--- src/common/l2_cache_macros.svh ---
// Sizing macros for the L2 cache pipeline, included by the package, the RTL and the testbench
`ifndef L2_CACHE_MACROS_SVH
`define L2_CACHE_MACROS_SVH

////////////////////////////////
// Line geometry
////////////////////////////////

`define L2_LINE_BYTES 16
`define L2_LINE_WIDTH (`L2_LINE_BYTES * 8)

////////////////////////////////
// Address split
////////////////////////////////

`define L2_ADDR_WIDTH 26        // Line address without the byte offset
`define L2_NUM_WAYS 4
`define L2_WAY_WIDTH 2
`define L2_SET_INDEX_WIDTH 4    // 16 sets
`define L2_TAG_WIDTH (`L2_ADDR_WIDTH - `L2_SET_INDEX_WIDTH)

////////////////////////////////
// Requester identity
////////////////////////////////

`define L2_UNIT_WIDTH 2
`define L2_STRAND_WIDTH 2

`endif

--- src/common/l2_cache_pkg.sv ---
// Shared types of the L2 cache pipeline, referenced by scoped name from the RTL and the testbench
`default_nettype none

`include "l2_cache_macros.svh"

package l2_cache_pkg;

	typedef enum logic
	{
		op_load,
		op_store
	} l2_op_t;

	typedef enum logic [1:0]
	{
		st_hit,
		st_miss,
		st_filled
	} l2_status_t;

	// Requester sees the raw line address, the tag stage splits it
	typedef union packed
	{
		logic [`L2_ADDR_WIDTH - 1:0] line;
		struct packed
		{
			logic [`L2_TAG_WIDTH - 1:0] tag;
			logic [`L2_SET_INDEX_WIDTH - 1:0] set;
		} fields;
	} l2_addr_t;

	////////////////////////////////
	// Pipeline stage contents
	////////////////////////////////

	typedef struct packed
	{
		logic valid;
		logic [`L2_UNIT_WIDTH - 1:0] unit;
		logic [`L2_STRAND_WIDTH - 1:0] strand;
		l2_op_t op;
		l2_addr_t address;
		logic [`L2_LINE_WIDTH - 1:0] data;
		logic [`L2_LINE_BYTES - 1:0] mask;   // One bit per byte
		logic has_sm_data;
		logic [`L2_LINE_WIDTH - 1:0] sm_data;   // Fill line from system memory
	} l2_request_t;

	typedef struct packed
	{
		l2_request_t request;
		logic cache_hit;
		logic [`L2_WAY_WIDTH - 1:0] hit_way;
		logic [`L2_WAY_WIDTH - 1:0] replace_way;
	} l2_tag_stage_t;

	typedef struct packed
	{
		l2_tag_stage_t tag_stage;
		logic [`L2_SET_INDEX_WIDTH + `L2_WAY_WIDTH - 1:0] cache_mem_addr;
		logic [`L2_LINE_WIDTH - 1:0] cache_mem_result;
	} l2_read_stage_t;

	typedef struct packed
	{
		logic valid;
		logic [`L2_UNIT_WIDTH - 1:0] unit;
		logic [`L2_STRAND_WIDTH - 1:0] strand;
		l2_op_t op;
		l2_addr_t address;
		logic cache_hit;
		logic has_sm_data;
		logic [`L2_LINE_WIDTH - 1:0] data;
	} l2_write_stage_t;

	typedef struct packed
	{
		logic valid;
		logic [`L2_UNIT_WIDTH - 1:0] unit;
		logic [`L2_STRAND_WIDTH - 1:0] strand;
		l2_op_t op;
		l2_addr_t address;
		l2_status_t status;
		logic [`L2_LINE_WIDTH - 1:0] data;
	} l2_response_t;

	// Data array write port
	typedef struct packed
	{
		logic enable;
		logic [`L2_SET_INDEX_WIDTH + `L2_WAY_WIDTH - 1:0] addr;
		logic [`L2_LINE_WIDTH - 1:0] data;
	} l2_update_t;

endpackage

`default_nettype wire

--- src/l2_cache/l2_cache_write.sv ---
// Third L2 pipeline stage that merges store bytes and issues the data array write, used inside l2_cache
`timescale 1ns/1ns
`default_nettype none

`include "l2_cache_macros.svh"

module l2_cache_write (
	input logic clk,
	input logic rst,
	input logic stall,
	input l2_cache_pkg::l2_read_stage_t read_stage,
	output l2_cache_pkg::l2_update_t update,
	output l2_cache_pkg::l2_write_stage_t write_stage
);

	l2_cache_pkg::l2_request_t req;
	logic [`L2_LINE_WIDTH - 1:0] merged_line;
	logic store_write;
	logic fill_write;

	assign req = read_stage.tag_stage.request;

	// Byte lanes with a set mask bit come from the store
	always_comb
	begin
		for (int b = 0; b < `L2_LINE_BYTES; b++)
		begin
			if (req.mask[b])
				merged_line[b * 8 +: 8] = req.data[b * 8 +: 8];
			else
				merged_line[b * 8 +: 8] = read_stage.cache_mem_result[b * 8 +: 8];
		end
	end

	assign store_write = req.valid && req.op == l2_cache_pkg::op_store
		&& (read_stage.tag_stage.cache_hit || req.has_sm_data);
	assign fill_write = req.valid && req.has_sm_data;

	////////////////////////////////
	// Array update
	////////////////////////////////

	always_comb
	begin
		update.addr = read_stage.cache_mem_addr;
		if (store_write)
		begin
			update.enable = 1'b1;
			update.data = merged_line;
		end
		else if (fill_write)
		begin
			update.enable = 1'b1;   // Load fill installs the line
			update.data = req.sm_data;
		end
		else
		begin
			update.enable = 1'b0;
			update.data = '0;
		end
	end

	always_ff @(posedge clk)
	begin
		if (rst)
			write_stage.valid <= 1'b0;
		else if (!stall)
		begin
			write_stage.valid <= req.valid;
			write_stage.unit <= req.unit;
			write_stage.strand <= req.strand;
			write_stage.op <= req.op;
			write_stage.address <= req.address;
			write_stage.cache_hit <= read_stage.tag_stage.cache_hit;
			write_stage.has_sm_data <= req.has_sm_data;
			write_stage.data <= store_write ? merged_line : read_stage.cache_mem_result;
		end
	end

endmodule

`default_nettype wire

--- config.mk ---
export PLATFORM = sky130hd
export DESIGN_NAME = l2_cache_write
export DESIGN_NICKNAME = d
export VERILOG_FILES = /design/src/common/l2_cache_pkg.sv /design/src/l2_cache/l2_cache_write.sv
export VERILOG_INCLUDE_DIRS = /design/src /design/src/common
export SDC_FILE = /design/constraint.sdc
export NUM_CORES = 1
export LEC_CHECK = 0
export BUFFER_PORTS_ARGS = -buffer_cell sky130_fd_sc_hd__buf_4
export CAP_MARGIN = 20
export CORE_AREA = 2 2 289 291
export DETAILED_ROUTE_END_ITERATION = 8
export DIE_AREA = 0 0 291 293
export HOLD_SLACK_MARGIN = 0.06
export SLEW_MARGIN = 20
export SYNTH_ARGS = -nofsm -noshare
export SYNTH_HDL_FRONTEND = slang
export SYNTH_SLANG_ARGS = --single-unit
--- constraint.sdc ---
create_clock -name clk -period 10.58 [get_ports clk]
set_input_delay 2.116 -clock clk [delete_from_list [all_inputs] [get_ports clk]]
set_output_delay 2.116 -clock clk [all_outputs]
set_load 0.01 [all_outputs]
==> results.cfg <==
[cells_and_area]
final_design_area_no_fill_sq_mm = 0.01658
layout_commonest_cell = buf_4
instances_no_fill = 2414
top_register = write_stage
most-common-layout-cells = buf_4, edfxtp_1, mux2i_1, o2bb2ai_1, mux2_2
largest_reg_flops = 162
fill_cells = 8906
reg_top3 = write_stage (162)
register_area_sq_mm = 0.004855
multi_input_area_sq_mm = 0.004249
nets = 1774
area_growth_pct = 75.40
final_layout_size_suffix_gt1_share_pct = 68.36

[worst_setup_path]
cp-start-kind = input pin
r2r_slack_ns = 9.98
max_stage_delay_ns = 0.66
crit_path_start = read_stage[438]
cp.required_ns = 8.46
worst-path-stages = 5
cp_max_fo = 52
crit_chain = buf_4 -> and3b_4 -> buf_4 -> o2bb2ai_1 -> buf_4
arrival_ns = 4.25
endpoint_kind = primary output
regToRegEndpoint = write_stage[161]$_SDFFE_PP0N_
r2r_start = write_stage[161]$_SDFFE_PP0N_
r2r_cells = 2
crit_path_top_delay_cell = and3b_4
cpMostUsedCell = buf_4
crit_family = buffers and inverters
path_class = input pin to primary output
cp_num_buf_inv = 3

[die]
core_area_sq_mm = 0.08185
dieWidth_microns = 291
initial_core_util_pct = 11.55
die-area_sq_mm = 0.08526
num_rows = 105
num_io_pins = 744
die_y_microns = 293

[synth]
avgSynthCellArea_sq_um = 15.07
synth-seq-cells = 162
yosys.area_share.simple_pct = 0.2516
yosysSeqAreaShare_pct = 51.37
synth_fp_nets = 1074
syn_inst = 627
synth_area_sq_mm = 0.009450
synth_xor_area_share_pct = 0
synth_fa_ha_area_share_pct = 0
synth_top_family_by_area = multiplexers
ys_warn_count = 0
synth_compound_area_share_pct = 15.68
synthDistinctLibCells = 16
synthMuxAreaShare_pct = 28.92

[power]
power.switching_w = 0.0005703
clockPowerShare_pct = 33.8
pwr-share-seq_pct = 40.3
netSwitchingFraction_pct = 29.70
combPwrFrac_pct = 25.9
p_leak_nw = 6.950
power_density_mw_per_mm2 = 115.8
internal_power_w = 0.001350
vdd_drop_max_mv = 0.1278

[global_route]
grt-ovfl-total = 0
grt_pass1_vias = 9640
grt_max_degree = 63
antenna_found_initial = 9
grt_pass1_wl_mm = 70.06
grt_usage_pct = 11.69

[clock_tree]
clockBufferDepth = 2
clk_pin_slew_ns = 0.07
numCtsBuffers = 17
clock_tree.root_cell = clkbuf_16
postCtsSetupRepairBufs = 0
htree_num_levels = 4
cts_resized = 0
cts_sinks = 162
cts_tree = built
holdBufCountCts = 0
clk_latency_ns = 0.48

[sta]
rsz0062_at_grt = false
maxSlewHeadroom_pct = 41.77
finClkSkew_ns = 0
fmax_mhz = 157.0
min_period_over_period_pct = 60.21
tightest_slew_ns = 0.8735
setup_viol = 0
drv_slew = 0
min_period_ns = 6.371
finalSetupTns_ns = 0
whs_ns = 0.5211
hold_viol = 0

[worst_hold_path]
min_path_cells = 2
min_to = write_stage[161]$_SDFFE_PP0N_
hold_path.class = flop to flop
hold_start = write_stage[161]$_SDFFE_PP0N_

[routing]
wl_per_cell_microns = 21.36
first_pass_iters = 4
wirelength_mm = 51.56
drt_iter0_markers = 253
via_per_inst = 3.643
num_vias = 8794
ant_nets = 0
drc = 0

[place]
port_buffers = 727
globalplace.congestion = 0.9489
placed_cell_area_sq_mm = 0.01599
hpwl_mm = 42.06
dpl.cell_count = 2378

[job]
maxCapViolCount = 0

[status]
status = finished clean
[cell families after synthesis]
family,count (synthesis)
AO/OA/AOI/OAI,145
buffers and inverters,58
flip-flops,162
multiplexers,257
AND/OR/NAND/NOR,5
[layout make-up]
class,count,area share (%)
Sequential cell,162,29.29
Antenna cell,4,0.06039
Timing Repair Buffer,739,33.47
Clock inverter,14,0.8831
Clock buffer,18,2.589
Tap cell,1070,8.077
Multi-Input combinational cell,407,25.63
[metal layers]
metal	global-route usage [%]	part of all wire (%)	vias to the layer above
li1	-	-	3995
met1	13.48	41	4204
met2	19.34	48	509
met3	3.661	6.6	78
met4	6.319	4.8	8
met5	0	0.10	-
[how the worst max path moves through the flow]
stage / endpoint / slack, ns
2_1_floorplan: write_stage[0]$_DFFE_PP_ / 1.09
3_3_place_gp: update[57] / 4.28
3_5_place_dp: update[91] / 4.18
4_1_cts: update[91] / 4.19
5_1_grt: update[57] / 4.10
6_report: update[57] / 4.21
[worst reg2reg max path: stages (launching register included)]
cell and delay (ns):
dfxtp_1 0.32, mux2i_1 0.13, nor2_1 0.05
[power groups by stage]
| stage | combinational (W) | clock [W] | sequential [W] |
|---|---|---|---|
| after floorplan | 0.000158 | 0 | 0.000815 |
| after global placement | 0.000501 | 0 | 0.000789 |
| after detailed placement | 0.000504 | 0 | 0.000790 |
| after CTS | 0.000506 | 0.000689 | 0.000776 |
| after global routing | 0.000528 | 0.000705 | 0.000780 |
| final | 0.000497 | 0.000649 | 0.000775 |
[stage by stage]
| stage | power [W] | worst slack (ns) | util [%] |
|---|---|---|---|
| finish | 0.001920 | 4.210 | 20.25 |
| detailed placement | 0.001293 | 4.184 | 19.54 |
| CTS | 0.001971 | 4.187 | 20.24 |
| floorplan | 0.0009731 | 1.088 | - |
| global placement | 0.001290 | 4.277 | 19.54 |
| global route | 0.002013 | 4.100 | 20.25 |
[Yosys cell counts]
cell type,count,area (sq um)
buf_8,1,15.01
o2111ai_2,6,90.09
mux2_2,128,1441
buf_2,43,215.2
buf_4,6,45.04
o2111ai_4,10,262.8
nand2_1,2,7.510
clkbuf_1,1,3.750
and3b_1,1,8.760
mux2i_1,129,1291
o2bb2ai_1,128,1121
buf_6,7,78.83
o211ai_1,1,7.510
dfxtp_1,1,20.02
nor2_1,2,7.510
edfxtp_1,161,4835
No activity file was read; power rests on OpenSTA's default activity.
