===== src/common/l2_cache_macros.svh =====
// Sizing macros for the L2 cache pipeline, included by the package, the RTL and the testbench
`ifndef L2_CACHE_MACROS_SVH
`define L2_CACHE_MACROS_SVH

////////////////////////////////
// Line geometry
////////////////////////////////

`define L2_LINE_BYTES 16
`define L2_LINE_WIDTH (`L2_LINE_BYTES * 8)

////////////////////////////////
// Address split
////////////////////////////////

`define L2_ADDR_WIDTH 26        // Line address without the byte offset
`define L2_NUM_WAYS 4
`define L2_WAY_WIDTH 2
`define L2_SET_INDEX_WIDTH 4    // 16 sets
`define L2_TAG_WIDTH (`L2_ADDR_WIDTH - `L2_SET_INDEX_WIDTH)

////////////////////////////////
// Requester identity
////////////////////////////////

`define L2_UNIT_WIDTH 2
`define L2_STRAND_WIDTH 2

`endif


===== src/common/l2_cache_pkg.sv =====
// Shared types of the L2 cache pipeline, referenced by scoped name from the RTL and the testbench
`default_nettype none

`include "l2_cache_macros.svh"

package l2_cache_pkg;

	typedef enum logic
	{
		op_load,
		op_store
	} l2_op_t;

	typedef enum logic [1:0]
	{
		st_hit,
		st_miss,
		st_filled
	} l2_status_t;

	// Requester sees the raw line address, the tag stage splits it
	typedef union packed
	{
		logic [`L2_ADDR_WIDTH - 1:0] line;
		struct packed
		{
			logic [`L2_TAG_WIDTH - 1:0] tag;
			logic [`L2_SET_INDEX_WIDTH - 1:0] set;
		} fields;
	} l2_addr_t;

	////////////////////////////////
	// Pipeline stage contents
	////////////////////////////////

	typedef struct packed
	{
		logic valid;
		logic [`L2_UNIT_WIDTH - 1:0] unit;
		logic [`L2_STRAND_WIDTH - 1:0] strand;
		l2_op_t op;
		l2_addr_t address;
		logic [`L2_LINE_WIDTH - 1:0] data;
		logic [`L2_LINE_BYTES - 1:0] mask;   // One bit per byte
		logic has_sm_data;
		logic [`L2_LINE_WIDTH - 1:0] sm_data;   // Fill line from system memory
	} l2_request_t;

	typedef struct packed
	{
		l2_request_t request;
		logic cache_hit;
		logic [`L2_WAY_WIDTH - 1:0] hit_way;
		logic [`L2_WAY_WIDTH - 1:0] replace_way;
	} l2_tag_stage_t;

	typedef struct packed
	{
		l2_tag_stage_t tag_stage;
		logic [`L2_SET_INDEX_WIDTH + `L2_WAY_WIDTH - 1:0] cache_mem_addr;
		logic [`L2_LINE_WIDTH - 1:0] cache_mem_result;
	} l2_read_stage_t;

	typedef struct packed
	{
		logic valid;
		logic [`L2_UNIT_WIDTH - 1:0] unit;
		logic [`L2_STRAND_WIDTH - 1:0] strand;
		l2_op_t op;
		l2_addr_t address;
		logic cache_hit;
		logic has_sm_data;
		logic [`L2_LINE_WIDTH - 1:0] data;
	} l2_write_stage_t;

	typedef struct packed
	{
		logic valid;
		logic [`L2_UNIT_WIDTH - 1:0] unit;
		logic [`L2_STRAND_WIDTH - 1:0] strand;
		l2_op_t op;
		l2_addr_t address;
		l2_status_t status;
		logic [`L2_LINE_WIDTH - 1:0] data;
	} l2_response_t;

	// Data array write port
	typedef struct packed
	{
		logic enable;
		logic [`L2_SET_INDEX_WIDTH + `L2_WAY_WIDTH - 1:0] addr;
		logic [`L2_LINE_WIDTH - 1:0] data;
	} l2_update_t;

endpackage

`default_nettype wire


===== src/l2_cache/l2_cache_tag.sv =====
// First L2 pipeline stage that looks up the tags and picks the replacement way, used inside l2_cache
`timescale 1ns/1ns
`default_nettype none

`include "l2_cache_macros.svh"

module l2_cache_tag (
	input logic clk,
	input logic rst,
	input logic stall,
	input l2_cache_pkg::l2_request_t request,
	output l2_cache_pkg::l2_tag_stage_t tag_stage
);

	localparam int num_sets = 1 << `L2_SET_INDEX_WIDTH;

	////////////////////////////////
	// Tag, valid and pointer state
	////////////////////////////////

	logic [`L2_TAG_WIDTH - 1:0] tag_mem [num_sets][`L2_NUM_WAYS];
	logic [num_sets - 1:0][`L2_NUM_WAYS - 1:0] valid_bits;
	logic [num_sets - 1:0][`L2_WAY_WIDTH - 1:0] rr_ptr;   // Next victim per set

	logic [`L2_TAG_WIDTH - 1:0] req_tag;
	logic [`L2_SET_INDEX_WIDTH - 1:0] req_set;
	logic cache_hit;
	logic [`L2_WAY_WIDTH - 1:0] hit_way;
	logic [`L2_WAY_WIDTH - 1:0] replace_way;
	logic [`L2_WAY_WIDTH - 1:0] install_way;
	logic fill;

	assign req_tag = request.address.fields.tag;
	assign req_set = request.address.fields.set;

	// Compare every valid way of the set
	always_comb
	begin
		cache_hit = 1'b0;
		hit_way = '0;
		for (int way = 0; way < `L2_NUM_WAYS; way++)
		begin
			if (valid_bits[req_set][way] && tag_mem[req_set][way] == req_tag)
			begin
				cache_hit = 1'b1;
				hit_way = `L2_WAY_WIDTH'(way);
			end
		end
	end

	assign replace_way = rr_ptr[req_set];
	assign install_way = cache_hit ? hit_way : replace_way;

	// Only fill requests touch the tags, a plain miss changes nothing
	assign fill = request.valid && request.has_sm_data && !stall;

	always_ff @(posedge clk)
	begin
		if (fill)
			tag_mem[req_set][install_way] <= req_tag;
	end

	always_ff @(posedge clk)
	begin
		if (rst)
		begin
			valid_bits <= '0;
			rr_ptr <= '0;
		end
		else if (fill)
		begin
			valid_bits[req_set][install_way] <= 1'b1;
			if (!cache_hit)
				rr_ptr[req_set] <= rr_ptr[req_set] + 1'b1;   // Refill of a hit way keeps the pointer
		end
	end

	////////////////////////////////
	// Stage register
	////////////////////////////////

	always_ff @(posedge clk)
	begin
		if (rst)
			tag_stage.request.valid <= 1'b0;
		else if (!stall)
		begin
			tag_stage.request <= request;
			tag_stage.cache_hit <= cache_hit;
			tag_stage.hit_way <= hit_way;
			tag_stage.replace_way <= replace_way;
		end
	end

endmodule

`default_nettype wire


===== config.mk =====
export PLATFORM = sky130hd
export DESIGN_NAME = l2_cache_tag
export DESIGN_NICKNAME = d
export VERILOG_FILES = /design/src/common/l2_cache_pkg.sv /design/src/l2_cache/l2_cache_tag.sv
export VERILOG_INCLUDE_DIRS = /design/src /design/src/common
export SDC_FILE = /design/constraint.sdc
export NUM_CORES = 2
export LEC_CHECK = 0
export BUFFER_PORTS_ARGS = -buffer_cell sky130_fd_sc_hd__buf_4
export CAP_MARGIN = 0
export CORE_AREA = 2 2 343 685
export CTS_CLUSTER_DIAMETER = 200
export DETAILED_ROUTE_END_ITERATION = 8
export DIE_AREA = 0 0 345 687
export SLEW_MARGIN = 20
export SYNTH_ARGS = -nofsm -noshare
export SYNTH_HDL_FRONTEND = slang
export SYNTH_SLANG_ARGS = --single-unit

===== constraint.sdc =====
create_clock -name clk -period 27.1 [get_ports clk]
set_clock_uncertainty 0.2 [all_clocks]
set_input_delay 1.355 -clock clk [delete_from_list [all_inputs] [get_ports clk]]
set_output_delay 1.355 -clock clk [all_outputs]
set_load 0.1 [all_outputs]

==> impl_metrics.tcl <==
set metrics [dict create \
    path_class "in -> reg" \
    antenna_found_initial 28 \
    cts_root_buf "clkbuf_16" \
    place_ws_ns 17.63 \
    fin_hold_ws_ns 0.267 \
    area_growth_pct 19.2 \
    cts_buffers 165 \
    wire_per_inst_um 32.8 \
    cts_tree "done" \
    postSynthCellCount 3598 \
    fmaxAchievable_mhz 116 \
    critPathMaxStageDelay_ns 0.85 \
    postSynth.asyncResetShare_pct 0 \
    hpwl_mm 166 \
    yosys_warnings 0 \
    gr-total-overflow 0 \
    cp_common_cell "buf_4" \
    die_h_um 687 \
    setup_slack_ns 18.46 \
    synth_seq_cells 1814 \
    yosys-top-cells-area "edfxtp_1 72%, mux4_2 8.8%, mux2i_1 4.1%, dfxtp_1 2.7%, o41ai_2 1.3%" \
    max-slew-margin-rel_pct 17.2 \
    antenna_left 0 \
    start_util_pct 30.9 \
    critPathLaunchType "input port" \
    rsz0062_at_grt "no" \
    utilization_pct 36.8 \
    track_usage_pct 20.1 \
    coreArea_um2 231000 \
    num_rows 250 \
    hold_viol_final 0 \
    final_max_slew_viol_count 0 \
    crit_arrival_ns 8.99 \
    routed_wl_mm 245 \
    layout_min_cycle_time_ns 8.64 \
    pin_count 618 \
    yosysUniqueCellTypes 81 \
    ys.flop_type "edfxtp_1" \
    crit_family "buffers and inverters" \
    grt_pass1_wl_mm 332 \
    dr.pass1.iters 5 \
    hold_path_class "reg -> reg" \
    slowest_stage "buf_4" \
    avgSynthCellArea_um2 19.9 \
    p_per_area_nw_per_um2 71.1 \
    maxCapViolCount 0 \
    cts_hold_buf 0 \
    finalSetupViolCount 0 \
    path_clk_slew_ns 0.07 \
    clock-sinks 1814 \
    cts_buffer_depth 4 \
    p_total_mw 6.06 \
    path_cells "buf_8, buf_12, buf_4, buf_4, mux4_2, nand2_1, o21ai_1, a211oi_1, a311oi_1, or4_1, o31ai_2, a21oi_2, nor2_4, buf_4, nor4_2, buf_4" \
    path_max_fanout 95 \
    via_per_inst 5.30 \
    syn-num-nets 3906 \
    status "complete, no violations" \
    drc 0 \
    cp_num_buf_inv 6 \
    synth_top_area_cell "edfxtp_1" \
    min_path_cells 2 \
    p_leak_nw 28.6 \
    clock_latency_ns 0.86 \
    cts_setup_buffers 0 \
    port_buffers 617 \
    cts_htree_levels 4 \
    first_iter_violations 3867 \
    grt_max_degree 117 \
    vias 39500 \
    synth_edf_count 1717 \
    drive_gt1_share_pct 34.0 \
    final_nets 4621 \
    synthesis.area_um2 71500 \
    synth_top_area_share_pct 72.1 \
    reg2regPathDepth 13 \
    ir_worst_vdd_mv 0.0462 \
    dieArea_um2 237000 \
    tns_ns 0 \
    first_global_vias 40200 \
    gp_congestion 0.939 \
    end_kind "flip-flop" \
    cts_resized 0 \
    cp.required_ns 27.45 \
    synth_seq_area_share_pct 74.8 \
    tightest_slew_ns 1.24 \
    timing.final.crit_share_pct 31.9 \
    die_w_um 345 \
    cp.depth 16 \
]
[final timing paths]
check | from | end | slack, ns
hold reg to reg | valid_bits[57] | valid_bits[57] | 0.27
setup / recovery | request[273] | tag_mem[13][62] | 18.46
setup reg to reg | tag_mem[10][21] | tag_mem[13][10] | 20.72
hold / removal | valid_bits[57] | valid_bits[57] | 0.27
[worst min-delay path, cell delays in order (launching register included)]
cell,delay [ns]
dfxtp_1,0.33
nand2b_1,0.07
o41ai_2,0.04
[flip-flops by register name (all words and copies together), names as in the netlist]
name	flops
tag_mem	1408
tag_stage	310
valid_bits	64
rr_ptr	32
[cells in the final DEF, fill, tap and decap left out, types with 17 or more instances in the layout]
cell type	instances
a21oi_1	19
a221oi_1	29
a22o_1	19
a22oi_1	38
buf_4	775
clkbuf_1	28
clkbuf_16	169
clkinv_1	26
clkinv_2	25
dfxtp_1	97
edfxtp_1	1717
mux2_2	46
mux2i_1	296
mux4_2	279
nand2_1	100
nand2b_1	105
nand3_1	19
nand4_1	31
nor2_1	30
nor3_1	17
nor4_2	61
o21ai_0	42
o22ai_1	41
o41ai_2	58
xnor2_1	82
xor2_1	22
[synth_stat cells (5+ instances only)]
cell type     n
edfxtp_1   1717
mux2i_1     296
mux4_2      279
nand2b_1    105
nand2_1     100
dfxtp_1      97
xnor2_1      82
clkbuf_1     81
nor4_1       72
buf_2        68
o41ai_2      58
mux2_2       46
o21ai_0      42
o22ai_1      41
a22oi_1      38
nor2_1       34
nand4_1      31
a221oi_1     29
buf_6        29
buf_4        22
xor2_1       22
a21oi_1      19
a22o_1       19
nand3_1      19
nor3_1       17
inv_1        16
or2_2        16
buf_12       14
a31oi_1      13
nor2b_1      11
buf_1        10
a211oi_1      9
buf_8         8
o211ai_1      8
a221o_1       7
and3_1        7
o41ai_1       7
and2_1        6
o2111ai_1     6
or3_1         6
a221oi_2      5
a32oi_1       5
o221ai_1      5
[logic make-up after synthesis]
logic type,Yosys count,share of synthesized area (%)
flops,1814,74.8
compound gates,366,4.55
mux,622,13.7
buf+inv,254,2.32
xor+xnor,104,1.27
simple gates,438,3.35
[stage by stage]
step	std cells	instance area, µm²
after global placement	7170	80100
after CTS	7454	85200
after detailed placement	7170	80100
after global routing	7460	85200
after floorplan	3598	71500
final	7468	85200
[routing by layer]
metal	track usage [%]	vias up	part of all wire, %
li1	-	16200	-
met1	19.7	20600	31
met2	36.4	2090	52
met3	4.05	671	6.7
met4	17.0	12	9.6
met5	0	-	0.034
[power breakdown]
group / internal (mW) / switching (mW) / total [mW] / leakage, nW
Clock: 1.23 / 1.06 / 2.29 / 2.48
Combinational: 0.160 / 0.479 / 0.638 / 9.74
Sequential: 3.10 / 0.0217 / 3.12 / 16.3
Total: 4.50 / 1.56 / 6.06 / 28.6
[cell type report]
cell class                 instances  area, µm²
timing repair buffer             780       5900
clock inverter                    82        699
clock buffer                     202       4390
multi-input combinational       1530      16800
tap                             3024       3780
fill                           21300     146000
antenna                           14       35.0
inverter                          22       86.3
sequential                      1814      53500
Power figures use the tool's default switching activity.
