<file path="src/common/l2_cache_macros.svh">
// Sizing macros for the L2 cache pipeline, included by the package, the RTL and the testbench
`ifndef L2_CACHE_MACROS_SVH
`define L2_CACHE_MACROS_SVH

////////////////////////////////
// Line geometry
////////////////////////////////

`define L2_LINE_BYTES 16
`define L2_LINE_WIDTH (`L2_LINE_BYTES * 8)

////////////////////////////////
// Address split
////////////////////////////////

`define L2_ADDR_WIDTH 26        // Line address without the byte offset
`define L2_NUM_WAYS 4
`define L2_WAY_WIDTH 2
`define L2_SET_INDEX_WIDTH 4    // 16 sets
`define L2_TAG_WIDTH (`L2_ADDR_WIDTH - `L2_SET_INDEX_WIDTH)

////////////////////////////////
// Requester identity
////////////////////////////////

`define L2_UNIT_WIDTH 2
`define L2_STRAND_WIDTH 2

`endif

</file>
<file path="src/common/l2_cache_pkg.sv">
// Shared types of the L2 cache pipeline, referenced by scoped name from the RTL and the testbench
`default_nettype none

`include "l2_cache_macros.svh"

package l2_cache_pkg;

	typedef enum logic
	{
		op_load,
		op_store
	} l2_op_t;

	typedef enum logic [1:0]
	{
		st_hit,
		st_miss,
		st_filled
	} l2_status_t;

	// Requester sees the raw line address, the tag stage splits it
	typedef union packed
	{
		logic [`L2_ADDR_WIDTH - 1:0] line;
		struct packed
		{
			logic [`L2_TAG_WIDTH - 1:0] tag;
			logic [`L2_SET_INDEX_WIDTH - 1:0] set;
		} fields;
	} l2_addr_t;

	////////////////////////////////
	// Pipeline stage contents
	////////////////////////////////

	typedef struct packed
	{
		logic valid;
		logic [`L2_UNIT_WIDTH - 1:0] unit;
		logic [`L2_STRAND_WIDTH - 1:0] strand;
		l2_op_t op;
		l2_addr_t address;
		logic [`L2_LINE_WIDTH - 1:0] data;
		logic [`L2_LINE_BYTES - 1:0] mask;   // One bit per byte
		logic has_sm_data;
		logic [`L2_LINE_WIDTH - 1:0] sm_data;   // Fill line from system memory
	} l2_request_t;

	typedef struct packed
	{
		l2_request_t request;
		logic cache_hit;
		logic [`L2_WAY_WIDTH - 1:0] hit_way;
		logic [`L2_WAY_WIDTH - 1:0] replace_way;
	} l2_tag_stage_t;

	typedef struct packed
	{
		l2_tag_stage_t tag_stage;
		logic [`L2_SET_INDEX_WIDTH + `L2_WAY_WIDTH - 1:0] cache_mem_addr;
		logic [`L2_LINE_WIDTH - 1:0] cache_mem_result;
	} l2_read_stage_t;

	typedef struct packed
	{
		logic valid;
		logic [`L2_UNIT_WIDTH - 1:0] unit;
		logic [`L2_STRAND_WIDTH - 1:0] strand;
		l2_op_t op;
		l2_addr_t address;
		logic cache_hit;
		logic has_sm_data;
		logic [`L2_LINE_WIDTH - 1:0] data;
	} l2_write_stage_t;

	typedef struct packed
	{
		logic valid;
		logic [`L2_UNIT_WIDTH - 1:0] unit;
		logic [`L2_STRAND_WIDTH - 1:0] strand;
		l2_op_t op;
		l2_addr_t address;
		l2_status_t status;
		logic [`L2_LINE_WIDTH - 1:0] data;
	} l2_response_t;

	// Data array write port
	typedef struct packed
	{
		logic enable;
		logic [`L2_SET_INDEX_WIDTH + `L2_WAY_WIDTH - 1:0] addr;
		logic [`L2_LINE_WIDTH - 1:0] data;
	} l2_update_t;

endpackage

`default_nettype wire

</file>
<file path="src/l2_cache/l2_cache_response.sv">
// Last L2 pipeline stage that forms and holds the response, used inside l2_cache
`timescale 1ns/1ns
`default_nettype none

module l2_cache_response (
	input logic clk,
	input logic rst,
	input logic stall,
	input l2_cache_pkg::l2_write_stage_t write_stage,
	output l2_cache_pkg::l2_response_t response
);

	l2_cache_pkg::l2_status_t status;

	// Fill wins over hit since a refill may also hit
	always_comb
	begin
		if (write_stage.has_sm_data)
			status = l2_cache_pkg::st_filled;
		else if (write_stage.cache_hit)
			status = l2_cache_pkg::st_hit;
		else
			status = l2_cache_pkg::st_miss;
	end

	always_ff @(posedge clk)
	begin
		if (rst)
			response.valid <= 1'b0;
		else if (!stall)
		begin
			response.valid <= write_stage.valid;
			response.unit <= write_stage.unit;
			response.strand <= write_stage.strand;
			response.op <= write_stage.op;
			response.address <= write_stage.address;
			response.status <= status;
			if (status == l2_cache_pkg::st_miss)
				response.data <= '0;   // No line to report
			else
				response.data <= write_stage.data;
		end
	end

endmodule

`default_nettype wire

</file>
<file path="config.mk">
export PLATFORM = sky130hd
export DESIGN_NAME = l2_cache_response
export DESIGN_NICKNAME = d
export VERILOG_FILES = /design/src/common/l2_cache_pkg.sv /design/src/l2_cache/l2_cache_response.sv
export VERILOG_INCLUDE_DIRS = /design/src /design/src/common
export SDC_FILE = /design/constraint.sdc
export NUM_CORES = 1
export LEC_CHECK = 0
export BUFFER_PORTS_ARGS = -buffer_cell sky130_fd_sc_hd__clkbuf_2
export CAP_MARGIN = 25
export CORE_ASPECT_RATIO = 1.4
export CORE_MARGIN = 2
export CORE_UTILIZATION = 35
export CTS_CLUSTER_SIZE = 10
export DETAILED_ROUTE_END_ITERATION = 10
export PLACE_DENSITY = 0.74
export REMOVE_ABC_BUFFERS = 1
export SLEW_MARGIN = 5
export SYNTH_ARGS = -nofsm -noshare
export SYNTH_HDL_FRONTEND = slang
export SYNTH_SLANG_ARGS = --single-unit
</file>
<file path="constraint.sdc">
create_clock -name clk -period 22.5 [get_ports clk]
set_input_delay 1.125 -clock clk [delete_from_list [all_inputs] [get_ports clk]]
set_output_delay 1.125 -clock clk [all_outputs]
set_load 0.01 [all_outputs]
</file>
==> flow_metrics.tcl, run 1 <==
set metrics [dict create \
    peakVddDrop_v 0.0000506 \
    p_int_w 0.000548 \
    gp_congestion 0.754 \
    placed_area_mm2 0.00761 \
    cp_common_cell "buf_4" \
    min_path_type "reg -> reg" \
    ys_ff_latch 162 \
    cts_resized 0 \
    final_nets 809 \
    post_cts_buffers 0 \
    cts_buffer_depth 2 \
    pwr-share-clk_pct 39.3 \
    grt_pass1_wl_um 20200 \
    crit_arrival_ns 2.68 \
    largestRegisters "response: 162 flops" \
    path_cells "clkbuf_2, nor2_4, buf_4, buf_4" \
    largest_register "response" \
    cts_root_buffer "clkbuf_16" \
    overflow 0 \
    dieHeight_um 156 \
    yosysTopAreaCell "edfxtp_1" \
    io_buffers 326 \
    io_pins 327 \
    cp.required_ns 22.54 \
    slew_headroom_pct 51.0 \
    final_cells 856 \
    async_flop_share_pct 0 \
    critical_path_class "in -> reg" \
    holdBufCountCts 0 \
    critPathLaunchType "input pin" \
    worst_pin_slew_ns 0.735 \
    final_hold_viol_count 0 \
    rsz0062_at_grt "false" \
    synth.avg_cell_area_um2 18.7 \
    syn_area_mm2 0.00575 \
    synthTopCellsByArea "edfxtp_1, nor2b_1, buf_2" \
    hold_path_depth 2 \
    min_period_ns 2.64 \
    swShare_pct 22.1 \
    dp_cells 824 \
    path_clk_slew_ns 0.06 \
    synth-edff-count 161 \
    insertion_delay_ns 0.41 \
    r2r_cells 2 \
    crit_fanout 56 \
    drt-initial-drc-count 246 \
    wl_per_cell_um 16.3 \
    p_sw_w 0.000155 \
    start_util_pct 35.7 \
    dr.pass1.iters 4 \
    cp-end-kind "register" \
    ys_seq_area_share_pct 84.4 \
    power.density_mw_per_mm2 86.0 \
    synth_cells 308 \
    seq_power_share_pct 51.5 \
    slowest_stage "buf_4" \
    cts_sinks 162 \
    ant_nets 0 \
    post-synth-top-count-cell "edfxtp_1" \
    critPathMaxStageDelay_ns 0.68 \
    tns_ns 0 \
    synth.top_cell.area_share_pct 84.1 \
    viasPerCell 4.35 \
    fill_cells 1412 \
    numCtsBuffers 17 \
    ys.flop_type "edfxtp_1" \
    cts_tree "built" \
    finalSetupViolCount 0 \
    fin_crit_sh_pct 11.7 \
    area_growth_syn_to_layout_pct 42.1 \
    die_w_um 112 \
    grt_max_degree 73 \
    drive_gt1_share_pct 54.9 \
    design_area_mm2 0.00818 \
    dp_hpwl_um 10200 \
    antenna_found_initial 1 \
    outcome "finished, final reports clean" \
    drc_errors 0 \
    hold_ws_ns 0.561 \
    leakage_nw 3.44 \
    clock_skew_ns 0 \
    pwr-share-comb_pct 9.2 \
    max_freq_mhz 378 \
    finalMaxSlewViolations 0 \
    yosysWarningCount 0 \
    largest_reg_flops 162 \
    synth_commonest_cells "edfxtp_1, nor2b_1, buf_2, nor2_1" \
    dieArea_mm2 0.0175 \
    core_mm2 0.0161 \
    vias 3726 \
    ys_types 8 \
    cap_violations 0 \
    grt_pass1_vias 3833 \
    post-route-util_pct 50.8 \
    cts_max_level 4 \
    track_usage_pct 15.5 \
    wl_um 14000 \
    rows 55 \
]
-- critical path, delay by kind of cell --
family                 cells  cell delay [ns]
buffers and inverters      3             1.38
AND/OR/NAND/NOR            1             0.11
-- per-stage QoR --
| stage | power, W | setup WS [ns] |
|---|---|---|
| 6_report | 0.000703 | 19.86 |
| 5_1_grt | 0.000731 | 19.74 |
| 4_1_cts | 0.000713 | 19.84 |
| 3_5_place_dp | 0.000435 | 19.38 |
| 3_3_place_gp | 0.000432 | 19.47 |
| 2_1_floorplan | 0.000398 | 14.00 |
-- layer usage --
layer	vias to the layer above	part of all wire, %	track usage, %
met2	195	51	25.5
met3	28	8.0	5.75
met5	-	0	0
li1	1759	-	-
met4	0	3.3	8.01
met1	1744	38	17.8
-- cell families after synthesis --
| group | share of synthesized area, % |
|---|---|
| buffers and inverters | 1.26 |
| DFF | 84.4 |
| muxes | 0.174 |
| and+or+nand+nor | 14.2 |
-- layout make-up --
type / instances / area [um^2] / area share [%]
Multi-Input combinational cell: 132 / 837 / 10.2
Clock inverter: 14 / 138 / 1.68
Antenna cell: 1 / 2.50 / 0.0306
Timing Repair Buffer: 331 / 1670 / 20.4
Clock buffer: 17 / 425 / 5.20
Sequential cell: 162 / 4850 / 59.4
Tap cell: 199 / 249 / 3.05
-- cell usage in the layout, fill, tap and decap left out --
master      netlist  layout
clkinv_2          0       1
clkbuf_2          0     326
clkinv_1          0       4
clkinv_4          0       1
clkbuf_16         0      17
nor2_1            2       1
buf_4             1       5
mux2i_1           1       1
nor2b_1         128     128
diode_2           0       1
nor2_4            0       2
edfxtp_1        161     161
inv_6             0       3
dfxtp_1           1       1
clkinvlp_4        0       3
bufinv_16         0       2
-- power groups by stage --
stage / clock, W / combinational (W) / sequential, W
2_1_floorplan: 0 / 0.0000158 / 0.000383
3_3_place_gp: 0 / 0.0000648 / 0.000368
3_5_place_dp: 0 / 0.0000663 / 0.000369
4_1_cts: 0.000284 / 0.0000666 / 0.000362
5_1_grt: 0.000296 / 0.0000711 / 0.000364
6_report: 0.000276 / 0.0000649 / 0.000362
-- final timing paths --
kind,end,start,slack [ns]
min reg2reg,response[161]$_SDFFE_PP0N_,response[161]$_SDFFE_PP0N_,0.56
max,response[77]$_SDFFCE_PN0P_,stall,19.86
min,response[161]$_SDFFE_PP0N_,response[161]$_SDFFE_PP0N_,0.56
max reg2reg,response[161]$_SDFFE_PP0N_,response[161]$_SDFFE_PP0N_,21.85
Power figures use the tool's default switching activity.
==> inputs of run 2 (changes only) <==
clock period = 2.6 ns   (was 22.5 ns; I/O delays follow)
==> run 2 against run 1 <==
Register-to-register slack worse by 20 ns. Setup slack worse by 19 ns. Via count up 8.4%. Power rose to 8.6 times the previous value. Flip-flop and latch count unchanged. Clock power rose to 8.2 times the previous value. Combinational power rose to 10 times the previous value. Critical path depth unchanged. Wire length up 8.2%. Count of clock-buffer cells in the layout up 2. Critical path type unchanged. Critical endpoint is now response[35]$_SDFFCE_PN0P_.
==> flow_metrics.tcl, run 2 (synthesized netlist as in run 1, its figures left out) <==
set metrics [dict create \
    outcome "finished, final reports clean" \
    path_clk_slew_ns 0.06 \
    ant_nets 0 \
    die_w_um 112 \
    worst_pin_slew_ns 0.561 \
    dieHeight_um 156 \
    top_layer_used "met4" \
    peakVddDrop_v 0.000335 \
    rsz0062_at_grt "false" \
    cts_tree "built" \
    fill_cells 1301 \
    critPathMaxStageDelay_ns 0.55 \
    crit_arrival_ns 1.62 \
    antenna_cells 0 \
    overflow 0 \
    final_cell_mix "clkbuf_2, edfxtp_1, nor2b_1" \
    cts_buffer_depth 2 \
    power.density_mw_per_mm2 676 \
    rows 55 \
    start_util_pct 35.7 \
    wl_um 15100 \
    cts_sinks 162 \
    crit_family "buffers and inverters" \
    cp-end-kind "register" \
    largest_reg_flops 162 \
    insertion_delay_ns 0.40 \
    largestRegisters "response: 162 flops" \
    dp_hpwl_um 10200 \
    cts_root_buffer "clkbuf_16" \
    slowest_stage "dlygate4sd3_1" \
    dr.pass1.iters 4 \
    wl_met3_um 1070 \
    path_cells "dlygate4sd3_1, clkbuf_2, nor2_4, buf_12" \
    cp-startpoint "rst" \
    cp.required_ns 2.68 \
    clock_skew_ns 0 \
    drive_gt1_share_pct 49.3 \
    track_usage_pct 16.9 \
    tns_ns 0 \
    largest_register "response" \
    grt_pass1_vias 4326 \
    hold_ws_ns 0.0179 \
    post_cts_buffers 0 \
    wl_per_cell_um 16.2 \
    min_path_type "in -> reg" \
    io_buffers 326 \
    r2r-start "response[161]$_SDFFE_PP0N_" \
    critical_path_class "in -> reg" \
    grt_pass1_wl_um 22400 \
    crit_fanout 52 \
    fin_crit_sh_pct 59.3 \
    critPathLaunchType "input pin" \
    cap_violations 0 \
    cts_resized 0 \
    drt-initial-drc-count 179 \
    holdBufCountCts 79 \
    gp_congestion 0.764 \
    cts_max_level 4 \
    reg2reg_setup_slack_ns 1.46 \
    finalMaxSlewViolations 0 \
    m1WireLength_um 5680 \
    grt_max_degree 130 \
    final_hold_viol_count 0 \
    core_mm2 0.0161 \
    leakage_nw 3.78 \
    worst-path-buf-inv 3 \
    viasPerCell 4.32 \
    drc_errors 0 \
    finalSetupViolCount 0 \
    met2RoutedLength_um 7930 \
    antenna_found_initial 0 \
    layout_commonest_cell "clkbuf_2" \
    dieArea_mm2 0.0175 \
    final_nets 889 \
    io_pins 327 \
    max_freq_mhz 649 \
    min_period_ns 1.54 \
    slew_headroom_pct 62.6 \
    min_from "write_stage[105]" \
    numCtsBuffers 17 \
    vias 4038 \
    area_growth_syn_to_layout_pct 56.4 \
]
## run 2: area by class of cell
| type | instances | area (um^2) | area share (%) |
|---|---|---|---|
| clock inverters | 12 | 103 | 1.14 |
| well taps | 199 | 249 | 2.77 |
| clock buffers | 19 | 433 | 4.81 |
| multi-input cells | 132 | 837 | 9.31 |
| flip-flops and latches | 162 | 4850 | 54.0 |
| repair buffers | 411 | 2520 | 28.0 |
## run 2: routing by layer
layer  vias up  track usage [%]
met5         -                0
met4         0             8.01
met3        31             5.32
met2       193             29.1
met1      1896             19.0
li1       1918                -
## run 2: worst paths after layout
path / cells after the start / to
setup reg to reg: 3 / response[161]$_SDFFE_PP0N_
hold reg to reg: 3 / response[161]$_SDFFE_PP0N_
hold / removal: 2 / response[105]$_SDFFCE_PN0P_
setup / recovery: 4 / response[35]$_SDFFCE_PN0P_
## run 2: stage by stage
stage / power [W] / area [um^2] / utilization, % / cells / setup slack [ns]
6_report: 0.00608 / 8990 / 55.9 / 935 / 1.06
3_3_place_gp: 0.00375 / 7670 / 47.6 / 825 / 1.23
2_1_floorplan: 0.00345 / 5680 / - / 294 / -4.91
5_1_grt: 0.00635 / 8990 / 55.9 / 935 / 1.00
4_1_cts: 0.00617 / 8990 / 55.9 / 935 / 1.11
3_5_place_dp: 0.00377 / 7670 / 47.6 / 825 / 1.21
## run 2: report_power, final
part	leakage, nW	switching (W)	total (W)	internal, W
combinational	2.05	0.000334	0.000677	0.000343
clock	0.249	0.00103	0.00227	0.00124
sequential	1.47	0.0000464	0.00313	0.00308
total	3.78	0.00141	0.00608	0.00466
==> inputs of run 3 (changes only) <==
PLACE_DENSITY = 0.77   (was 0.74)
clock period = 1.4 ns   (was 2.6 ns; I/O delays follow)
==> run 3 against run 2 <==
Clock power is 100% higher. Non-clock buffer count is 85 higher. Count of clock-buffer cells in the layout stayed put. Register-to-register slack worse by 1.3 ns. Flip-flop and latch count stayed put. Worst hold slack hardly changed. First-iteration DRC count is 82% higher. Global-route usage is 1.5 points higher. Via count is 11% higher. Utilization is 5.7 points higher. Critical path depth is 1 higher. Clock skew stayed put. Critical path type unchanged. Largest cell class unchanged. Largest power group unchanged.
==> flow_metrics.tcl, run 3 (synthesized netlist as in run 1, its figures left out) <==
set metrics [dict create \
    largest_reg_flops 162 \
    overflow 0 \
    core_mm2 0.0161 \
    wl_per_cell_um 15.9 \
    cts_buffer_depth 2 \
    crit_fanout 38 \
    cts_root_buffer "clkbuf_16" \
    post-route-util_pct 61.6 \
    cp_common_cell "buf_12" \
    dr.pass1.iters 4 \
    numCtsBuffers 17 \
    pwr-share-clk_pct 38.9 \
    swShare_pct 21.8 \
    rows 55 \
    grt_max_degree 65 \
    cts_tree "built" \
    cap_violations 0 \
    start_util_pct 35.7 \
    wl_um 16200 \
    final_hold_viol_count 0 \
    critPathMaxStageDelay_ns 0.53 \
    largestRegisters "response: 162 flops" \
    final_cell_mix "clkbuf_2, edfxtp_1, dlygate4sd3_1" \
    pwr-share-comb_pct 12.3 \
    grt_pass1_wl_um 24600 \
    dp_hpwl_um 10500 \
    track_usage_pct 18.4 \
    cts_resized 0 \
    min_period_ns 1.25 \
    drc_errors 0 \
    ff_latch_area_mm2 0.00485 \
    crit_arrival_ns 1.35 \
    cts_sinks 162 \
    dp_cells 829 \
    final_cells 1021 \
    rsz0062_at_grt "false" \
    cp-end-kind "register" \
    multiInputGateArea_um2 837 \
    p_sw_w 0.00260 \
    max_freq_mhz 798 \
    finalMaxSlewViolations 0 \
    viasPerCell 4.38 \
    antenna_cells 0 \
    worst-path-buf-inv 4 \
    clock_skew_ns 0 \
    vias 4471 \
    insertion_delay_ns 0.40 \
    worst_pin_slew_ns 0.356 \
    seq_power_share_pct 48.8 \
    finalSetupViolCount 0 \
    final_nets 974 \
    cp.required_ns 1.49 \
    io_buffers 326 \
    drive_gt1_share_pct 44.4 \
    io_pins 327 \
    grt_pass1_vias 4803 \
    tns_ns 0 \
    slew_headroom_pct 76.2 \
    cp-startpoint "rst" \
    dieHeight_um 156 \
    fill_cells 1170 \
    leakage_nw 4.17 \
    path_clk_slew_ns 0.06 \
    die_w_um 112 \
    min_from "write_stage[68]" \
    cts_max_level 4 \
    drt-initial-drc-count 325 \
    area_growth_syn_to_layout_pct 72.4 \
    crit_family "buffers and inverters" \
    outcome "finished, final reports clean" \
    gp_congestion 0.786 \
    r2r-start "response[161]$_SDFFE_PP0N_" \
    p_int_w 0.00933 \
    power.density_mw_per_mm2 1200 \
    post_cts_buffers 0 \
    min_path_type "in -> reg" \
    antenna_found_initial 0 \
    peakVddDrop_v 0.000735 \
    critPathLaunchType "input pin" \
    fin_crit_sh_pct 89.5 \
    holdBufCountCts 160 \
    critical_path_class "in -> reg" \
    layout_commonest_cell "clkbuf_2" \
    dieArea_mm2 0.0175 \
    slowest_stage "dlygate4sd3_1" \
    ant_nets 0 \
    largest_register "response" \
    path_cells "dlygate4sd3_1, clkbuf_2, nor2_4, buf_12, buf_12" \
]
==> run 3: worst reg2reg max path, stage by stage (launching register included) <==
cell           delay, ns
dfxtp_1             0.32
mux2i_1             0.15
nor2_1              0.06
dlygate4sd3_1       0.57
==> run 3: layout make-up <==
class / instances / share of cell area, %
clock buffer: 19 / 4.37
clock inverter: 13 / 1.60
multi-input combinational: 132 / 8.44
tap: 199 / 2.51
sequential: 162 / 49.0
timing repair buffer: 496 / 34.1
==> run 3: power by group through the flow <==
| stage | clock (W) | sequential (W) | combinational [W] |
|---|---|---|---|
| 6_report | 0.00464 | 0.00583 | 0.00147 |
| 5_1_grt | 0.00496 | 0.00586 | 0.00158 |
| 4_1_cts | 0.00476 | 0.00583 | 0.00147 |
| 3_5_place_dp | 0 | 0.00593 | 0.00110 |
| 3_3_place_gp | 0 | 0.00591 | 0.00107 |
| 2_1_floorplan | 0 | 0.00615 | 0.000254 |
==> run 3: worst paths after layout <==
kind / endpoint / slack (ns) / cells past startpoint
worst max-delay path: response[146]$_DFFE_PP_ / 0.15 / 5
worst min-delay path: response[68]$_SDFFCE_PN0P_ / 0.02 / 2
worst max register to register: response[161]$_SDFFE_PP0N_ / 0.19 / 3
worst min register to register: response[161]$_SDFFE_PP0N_ / 1.14 / 3
==> run 3: layer usage <==
layer	GRT usage [%]	part of all wire, %	routed length, um
met5	0	0	0
met4	8.13	2.8	454
met3	6.06	7.0	1140
met2	32.6	54	8770
met1	19.9	36	5870
==> run 3: per-stage QoR <==
stage                     hold slack [ns]  instance area (um^2)  total power [W]  setup WS, ns
after floorplan                     0.142                  5680          0.00640         -6.05
after global placement              0.247                  7720          0.00698         0.304
after detailed placement            0.249                  7720          0.00703         0.285
after CTS                         0.00167                  9920           0.0121         0.192
after global routing              0.00234                  9920           0.0124         0.135
final                              0.0180                  9920           0.0119         0.146
